$ cat src/design/pwmGen_settings.svh
`ifndef PWMGEN_SETTINGS_SVH
`define PWMGEN_SETTINGS_SVH

// width of on-time, remainder and loss quantities
`define PWM_POS_WIDTH 16

// width of the PWM period length
`define PWM_PERIOD_WIDTH 12

// shortest on-time in clk cycles the MOSFET driver can follow
// anything shorter is carried into later periods
`define PWM_MIN_PULSE 32

`endif

$ cat src/design/pwmGenPkg.sv
`include "pwmGen_settings.svh"

package pwmGenPkg;

    // static configuration written by the host
    typedef struct packed {
        logic [`PWM_PERIOD_WIDTH-1:0] periodLen;
        logic                         enable;
    } pwmConfig_t;

    // per-step command from the commutation logic
    typedef struct packed {
        logic [`PWM_POS_WIDTH-1:0] pulseLen;
        logic                      stepStart;
        logic                      stepEnd;
    } stepCmd_t;

    // loss report valid for a single cycle after step end
    typedef struct packed {
        logic [`PWM_POS_WIDTH-1:0] lostMag;
        logic                      shortfall;
        logic                      valid;
    } lossReport_t;

    // what the carried remainder does next cycle
    typedef enum logic [1:0] {
        remainHold,
        remainClear,
        remainStoreSum
    } remainAction_t;

    // what the on-time counter does next cycle
    typedef enum logic [1:0] {
        onTimeCount,
        onTimeLoadSum,
        onTimeClear
    } onTimeAction_t;

endpackage

$ cat src/design/periodTimer.sv
`timescale 1ns/1ns
`include "pwmGen_settings.svh"

module periodTimer (
    input  logic                  clk,
    input  logic                  reset,
    input  pwmGenPkg::pwmConfig_t cfg,
    input  logic                  stepStart,
    output logic                  periodTick
);

    localparam int PeriodWidth = `PWM_PERIOD_WIDTH;

    logic [PeriodWidth-1:0] periodCount;
    logic                   lastCycle;

    // count of one marks the final cycle of a period
    assign lastCycle = (periodCount == PeriodWidth'(1));

    // a step start restarts the period, so no tick in that cycle
    assign periodTick = cfg.enable && !stepStart && lastCycle;

    always_ff @(posedge clk) begin
        if (reset) begin
            periodCount <= '0;
        end else if (!cfg.enable || stepStart || lastCycle) begin
            // a new period starts when disabled, at step start or after the last count
            periodCount <= cfg.periodLen;
        end else begin
            periodCount <= periodCount - PeriodWidth'(1);
        end
    end

endmodule

$ cat src/design/pwmSequencer.sv
`timescale 1ns/1ns

module pwmSequencer (
    input  logic                     enable,
    input  logic                     stepStart,
    input  logic                     periodTick,
    input  logic                     sumReachesMin,
    output pwmGenPkg::remainAction_t remainAction,
    output pwmGenPkg::onTimeAction_t onTimeAction
);

    import pwmGenPkg::*;

    // decision table in priority order
    //   disabled      clear remainder, clear on-time
    //   step start    clear remainder, clear on-time
    //   period tick   fire the sum, or carry it on
    //   otherwise     keep remainder, keep counting
    always_comb begin
        if (!enable) begin
            remainAction = remainClear;
            onTimeAction = onTimeClear;
        end else if (stepStart) begin
            // a new step drops whatever the old one still owed
            remainAction = remainClear;
            onTimeAction = onTimeClear;
        end else if (periodTick) begin
            if (sumReachesMin) begin
                // long enough for the driver so all of it is delivered
                remainAction = remainClear;
                onTimeAction = onTimeLoadSum;
            end else begin
                // too short to switch so it moves into the next period
                remainAction = remainStoreSum;
                onTimeAction = onTimeCount;
            end
        end else begin
            remainAction = remainHold;
            onTimeAction = onTimeCount;
        end
    end

endmodule

$ cat src/design/remainderAccumulator.sv
`timescale 1ns/1ns
`include "pwmGen_settings.svh"

module remainderAccumulator (
    input  logic                      clk,
    input  logic                      reset,
    input  logic [`PWM_POS_WIDTH-1:0] pulseLen,
    input  pwmGenPkg::remainAction_t  remainAction,
    output logic [`PWM_POS_WIDTH-1:0] sum,
    output logic                      sumReachesMin
);

    import pwmGenPkg::*;

    localparam int PosWidth = `PWM_POS_WIDTH;

    // on-time owed from earlier periods of this step
    logic [PosWidth-1:0] remainder;

    // on-time this period would deliver if it fired now
    assign sum = remainder + pulseLen;

    assign sumReachesMin = (sum >= PosWidth'(`PWM_MIN_PULSE));

    always_ff @(posedge clk) begin
        if (reset) begin
            remainder <= '0;
        end else begin
            case (remainAction)
                remainClear: begin
                    remainder <= '0;
                end
                remainStoreSum: begin
                    remainder <= sum;
                end
                default: begin
                    remainder <= remainder;
                end
            endcase
        end
    end

endmodule

$ cat src/design/onTimeCounter.sv
`timescale 1ns/1ns
`include "pwmGen_settings.svh"

module onTimeCounter (
    input  logic                      clk,
    input  logic                      reset,
    input  logic [`PWM_POS_WIDTH-1:0] sum,
    input  pwmGenPkg::onTimeAction_t  onTimeAction,
    output logic                      pwm
);

    import pwmGenPkg::*;

    localparam int PosWidth = `PWM_POS_WIDTH;

    // cycles of on-time still to drive
    logic [PosWidth-1:0] onCount;

    assign pwm = (onCount != '0);

    always_ff @(posedge clk) begin
        if (reset) begin
            onCount <= '0;
        end else begin
            case (onTimeAction)
                // a fresh load replaces any pulse still running
                onTimeLoadSum: onCount <= sum;
                onTimeClear:   onCount <= '0;
                default: begin
                    if (pwm) begin
                        onCount <= onCount - PosWidth'(1);
                    end
                end
            endcase
        end
    end

endmodule

$ cat src/design/lossMeter.sv
`timescale 1ns/1ns
`include "pwmGen_settings.svh"

module lossMeter (
    input  logic                      clk,
    input  logic                      reset,
    input  logic                      enable,
    input  logic [`PWM_POS_WIDTH-1:0] pulseLen,
    input  logic                      periodTick,
    input  logic                      pwm,
    input  logic                      stepEnd,
    output pwmGenPkg::lossReport_t    report
);

    localparam int PosWidth = `PWM_POS_WIDTH;

    logic [PosWidth-1:0] wantedTotal;
    logic [PosWidth-1:0] deliveredTotal;
    logic [PosWidth-1:0] wantedNext;
    logic [PosWidth-1:0] deliveredNext;
    logic [PosWidth-1:0] lostMag;
    logic                shortfall;

    // totals including this cycle's contribution
    assign wantedNext    = wantedTotal + (periodTick ? pulseLen : '0);
    assign deliveredNext = deliveredTotal + PosWidth'(pwm);

    // magnitude and sign of wanted minus delivered
    assign shortfall = (deliveredNext < wantedNext);
    assign lostMag   = shortfall ? (wantedNext - deliveredNext)
                                 : (deliveredNext - wantedNext);

    always_ff @(posedge clk) begin
        if (reset) begin
            wantedTotal    <= '0;
            deliveredTotal <= '0;
            report         <= '0;
        end else begin
            report.valid <= 1'b0;
            if (!enable) begin
                wantedTotal    <= '0;
                deliveredTotal <= '0;
            end else if (stepEnd) begin
                // close the step and start the next one from zero
                report.lostMag   <= lostMag;
                report.shortfall <= shortfall;
                report.valid     <= 1'b1;
                wantedTotal      <= '0;
                deliveredTotal   <= '0;
            end else begin
                wantedTotal    <= wantedNext;
                deliveredTotal <= deliveredNext;
            end
        end
    end

endmodule

$ cat src/design/pwmGenerator.sv
`timescale 1ns/1ns
`include "pwmGen_settings.svh"

module pwmGenerator (
    input  logic                   clk,
    input  logic                   reset,
    input  pwmGenPkg::pwmConfig_t  cfg,
    input  pwmGenPkg::stepCmd_t    step,
    output logic                   pwm,
    output pwmGenPkg::lossReport_t report
);

    import pwmGenPkg::*;

    localparam int PosWidth = `PWM_POS_WIDTH;

    logic                periodTick;
    logic                sumReachesMin;
    logic [PosWidth-1:0] sum;
    remainAction_t       remainAction;
    onTimeAction_t       onTimeAction;

    // period boundaries within the step
    periodTimer periodTimer_i (
        .clk        (clk),
        .reset      (reset),
        .cfg        (cfg),
        .stepStart  (step.stepStart),
        .periodTick (periodTick)
    );

    pwmSequencer pwmSequencer_i (
        .enable        (cfg.enable),
        .stepStart     (step.stepStart),
        .periodTick    (periodTick),
        .sumReachesMin (sumReachesMin),
        .remainAction  (remainAction),
        .onTimeAction  (onTimeAction)
    );

    remainderAccumulator remainderAccumulator_i (
        .clk           (clk),
        .reset         (reset),
        .pulseLen      (step.pulseLen),
        .remainAction  (remainAction),
        .sum           (sum),
        .sumReachesMin (sumReachesMin)
    );

    // pulse output
    onTimeCounter onTimeCounter_i (
        .clk          (clk),
        .reset        (reset),
        .sum          (sum),
        .onTimeAction (onTimeAction),
        .pwm          (pwm)
    );

    // wanted against delivered on-time per step
    lossMeter lossMeter_i (
        .clk        (clk),
        .reset      (reset),
        .enable     (cfg.enable),
        .pulseLen   (step.pulseLen),
        .periodTick (periodTick),
        .pwm        (pwm),
        .stepEnd    (step.stepEnd),
        .report     (report)
    );

endmodule

$ cat config.mk
export PLATFORM = sky130hd
export DESIGN_NAME = pwmGenerator
export DESIGN_NICKNAME = d
export VERILOG_FILES = /design/src/design/pwmGenPkg.sv /design/src/design/periodTimer.sv /design/src/design/pwmSequencer.sv /design/src/design/remainderAccumulator.sv /design/src/design/onTimeCounter.sv /design/src/design/lossMeter.sv /design/src/design/pwmGenerator.sv
export VERILOG_INCLUDE_DIRS = /design/src /design/src/design
export SDC_FILE = /design/constraint.sdc
export NUM_CORES = 1
export LEC_CHECK = 0
export ABC_AREA = 1
export BUFFER_PORTS_ARGS = -buffer_cell sky130_fd_sc_hd__buf_2
export CORE_MARGIN = 2
export CORE_UTILIZATION = 26
export DETAILED_ROUTE_END_ITERATION = 6
export PLACE_DENSITY = 0.47
export SLEW_MARGIN = 25
export SYNTH_ARGS = -nofsm -noshare
export SYNTH_HDL_FRONTEND = slang
export SYNTH_HIERARCHICAL = 1
export SYNTH_SLANG_ARGS = --single-unit
$ cat constraint.sdc
create_clock -name clk -period 11.6 [get_ports clk]
set_input_delay 2.32 -clock clk [delete_from_list [all_inputs] [get_ports clk]]
set_output_delay 2.32 -clock clk [all_outputs]
set_load 0.05 [all_outputs]
==> reports/metrics.csv <==
metric,value,unit
status,completed,
Critical Path RT,11.85,ns
P_leak,4.83,nW
mean area per synthesized cell,6.22,µm²
R2R setup slack,6.58,ns
top-count cell post-synth,nand2_1,
CTS max path bufs,2,
layout cells sized above 1,0.136,
FF+latch area,1880,µm²
RSZ-0062 raised after global routing,false,
CORE AREA,31500,µm²
#FFs+latches synth,94,
clock slew at reported path FFs,0.07,ns
PwrDens,99.8,nW/µm²
CP startpoint,cfg[0],
Sink Count,94,
register area share after synthesis,0.227,
CP startpoint kind,input pin,
vias in the first global route,7581,
Post-DRT Antenna Nets,0,
share of the synthesized area in the top cell type,0.227,
worst endpoint data arrival time,6.99,ns
relative max-transition margin,0.519,
reg2reg start,periodTimer_i/periodCount[2]$_SDFF_PP0_,
Flop pwr share,0.377,
Min-Delay Endpoint,remainderAccumulator_i/remainder[3]$_SDFFE_PP0P_,
DR vias,7852,
"top cells by count, synth","nand2_1 (390), inv_1 (206), nor2_1 (151), dfxtp_1 (94), nand3_1 (83)",
die area,33400,µm²
# hold bufs at CTS,0,
Max VDD drop,0.0619,mV
total CTS buffers,9,
total track usage,0.142,
slowest CP cell,and3_1,
Cell variety after synth,54,
Post-CTS Setup Repair Bufs,0,
CP dominant cell by count,nand2_1,
DIE HEIGHT,183,µm
Final nets,1468,
Synth Net Count,1437,
antenna cells,0,
DRT Wirelength,23.0,mm
pin count of the biggest net entering global routing,38,
antenna violations before repair,0,
switch share,0.350,
fillcell total,3530,
final critical-path share of the clock period,0.581,
Iter 0 DRT Violations,376,
post-cts gate resize count,0,
Reg2Reg Depth,31,
Fin Setup TNS,0,ns
I/O pin cnt,52,
"Cell Area, Placed",8890,µm²
Clock power frac,0.350,
1st-pass router iterations,5,
Post-synth ARST share,0,
"EDFF count, synth",0,
gr ovfl total,0,
WS Path Type,in -> reg,
"top cells by area, synth","dfxtp_1 (23%), nand2_1 (18%), ha_1 (9.9%)",
Initial Util,0.264,
final setup vio count,0,
final hold viol count,0,
CTS tree,built,
HP Class,reg -> reg,
post-DR wirelength/cell,13.0,µm
Yosys top cell by area,dfxtp_1,
predominant post-synthesis flop cell,dfxtp_1,
Worst-Margin Slew,0.722,ns
number of max-cap violations,0,
Comb pwr share,0.273,
number of vias per cell,4.43,
IO Port Bufs,51,
RR Endpoint,lossMeter_i/report[4]$_SDFFE_PP0P_,
Area Overhead vs Synth,10.9,%
htree depth,3,
net switching power,0.321,mW
DP HPWL,18.6,mm
Mapped Area,8300,µm²
Internal Power,0.598,mW
final worst path period need,6.74,ns
crit-path max FO,18,
CP peak stage delay,0.62,ns
Slew Limit Fails,0,
Root Buffer,clkbuf_16,
RePlAce Congestion,0.829,
hold_ws,0.464,ns
Final Util,0.293,
Cells after Synth,1334,
HP Start,remainderAccumulator_i/remainder[3]$_SDFFE_PP0P_,
Core Rows,65,
Hold Crit Depth,2,
wire length of the first global-routing pass,38.0,mm
clock latency on the worst-skew pair,0.36,ns
Multi-input gate area,5390,µm²
critical path endpoint category,flop,
Ys Warns,6,
Die X,183,µm
FMAX,0.148,GHz
Worst Skew,0.00945,ns
post-route cell area,9210,µm²
Post-route DRC,0,
-- worst max-delay path: cells and delay by family --
family,cells,cell delay [ns]
fa+ha+maj,3,0.75
xor+xnor,1,0.28
buf+inv,6,0.53
simple gates,17,2.45
compound gates,4,0.64
-- worst max path at each step --
| stage | to | slack [ns] | cells past startpoint |
|---|---|---|---|
| 2_1_floorplan | lossMeter_i/report[15]$_SDFFE_PP0P_ | 5.15 | 33 |
| 3_3_place_gp | lossMeter_i/report[5]$_SDFFE_PP0P_ | 4.59 | 30 |
| 3_5_place_dp | lossMeter_i/report[6]$_SDFFE_PP0P_ | 4.39 | 31 |
| 4_1_cts | lossMeter_i/report[6]$_SDFFE_PP0P_ | 4.77 | 31 |
| 5_1_grt | lossMeter_i/report[7]$_SDFFE_PP0P_ | 4.16 | 31 |
| 6_report | lossMeter_i/report[4]$_SDFFE_PP0P_ | 4.86 | 31 |
-- placed cells by master (no fill, tap or decap), drive strengths merged, types with 2 or more instances in the layout --
master    n
a21boi    3
a21oi    73
a22oi     2
and2      4
buf      53
clkbuf   11
clkinv    4
dfxtp    94
fa        4
ha       66
inv     224
nand2   429
nand3    98
nand3b    6
nand4    13
nor2    174
nor3     12
o211ai    8
o21ai    31
o21bai    3
xnor2    16
xor2     32
-- state kept, by name, summed over array words and instances, names as in the netlist --
name and cells:
lossMeter_i/report 18, lossMeter_i/deliveredTotal 16, lossMeter_i/wantedTotal 16, onTimeCounter_i/onCount 16, remainderAccumulator_i/remainder 16, periodTimer_i/periodCount 12
-- per-layer routing --
metal  wire length, µm  share of wire  global-route usage
met1             11600           0.50               0.191
met2             10500           0.46               0.241
met3               652          0.028              0.0190
met4               294          0.013              0.0355
met5                 0              0                   0
-- per-stage QoR --
| step | std cells | worst slack [ns] | power (mW) |
|---|---|---|---|
| after floorplan | 1334 | 5.15 | 0.542 |
| after global placement | 1756 | 4.59 | 0.609 |
| after detailed placement | 1756 | 4.39 | 0.606 |
| after CTS | 1772 | 4.77 | 0.934 |
| after global routing | 1772 | 4.16 | 0.981 |
| final | 1772 | 4.86 | 0.919 |
-- final cells by class --
type | instances | area share
clock buffers | 11 | 0.0275
clock inverters | 5 | 0.00612
inverters | 225 | 0.0924
multi-input cells | 982 | 0.586
flip-flops and latches | 94 | 0.204
well taps | 402 | 0.0546
repair buffers | 53 | 0.0294
-- power by group through the flow --
stage | combinational (mW) | sequential [mW] | clock [mW]
4_1_cts | 0.255 | 0.346 | 0.334
3_3_place_gp | 0.255 | 0.354 | 0
2_1_floorplan | 0.177 | 0.365 | 0
3_5_place_dp | 0.252 | 0.353 | 0
6_report | 0.251 | 0.346 | 0.321
5_1_grt | 0.285 | 0.348 | 0.347
-- logic make-up after synthesis --
logic type	after synthesis	share of synthesized area
adder cells (fa/ha/maj)	70	0.109
AND/OR/NAND/NOR	740	0.402
XOR/XNOR	48	0.0506
AO/OA/AOI/OAI	124	0.0870
flip-flops	94	0.227
buffers and inverters	258	0.124
(Power assumes the default switching activity.)
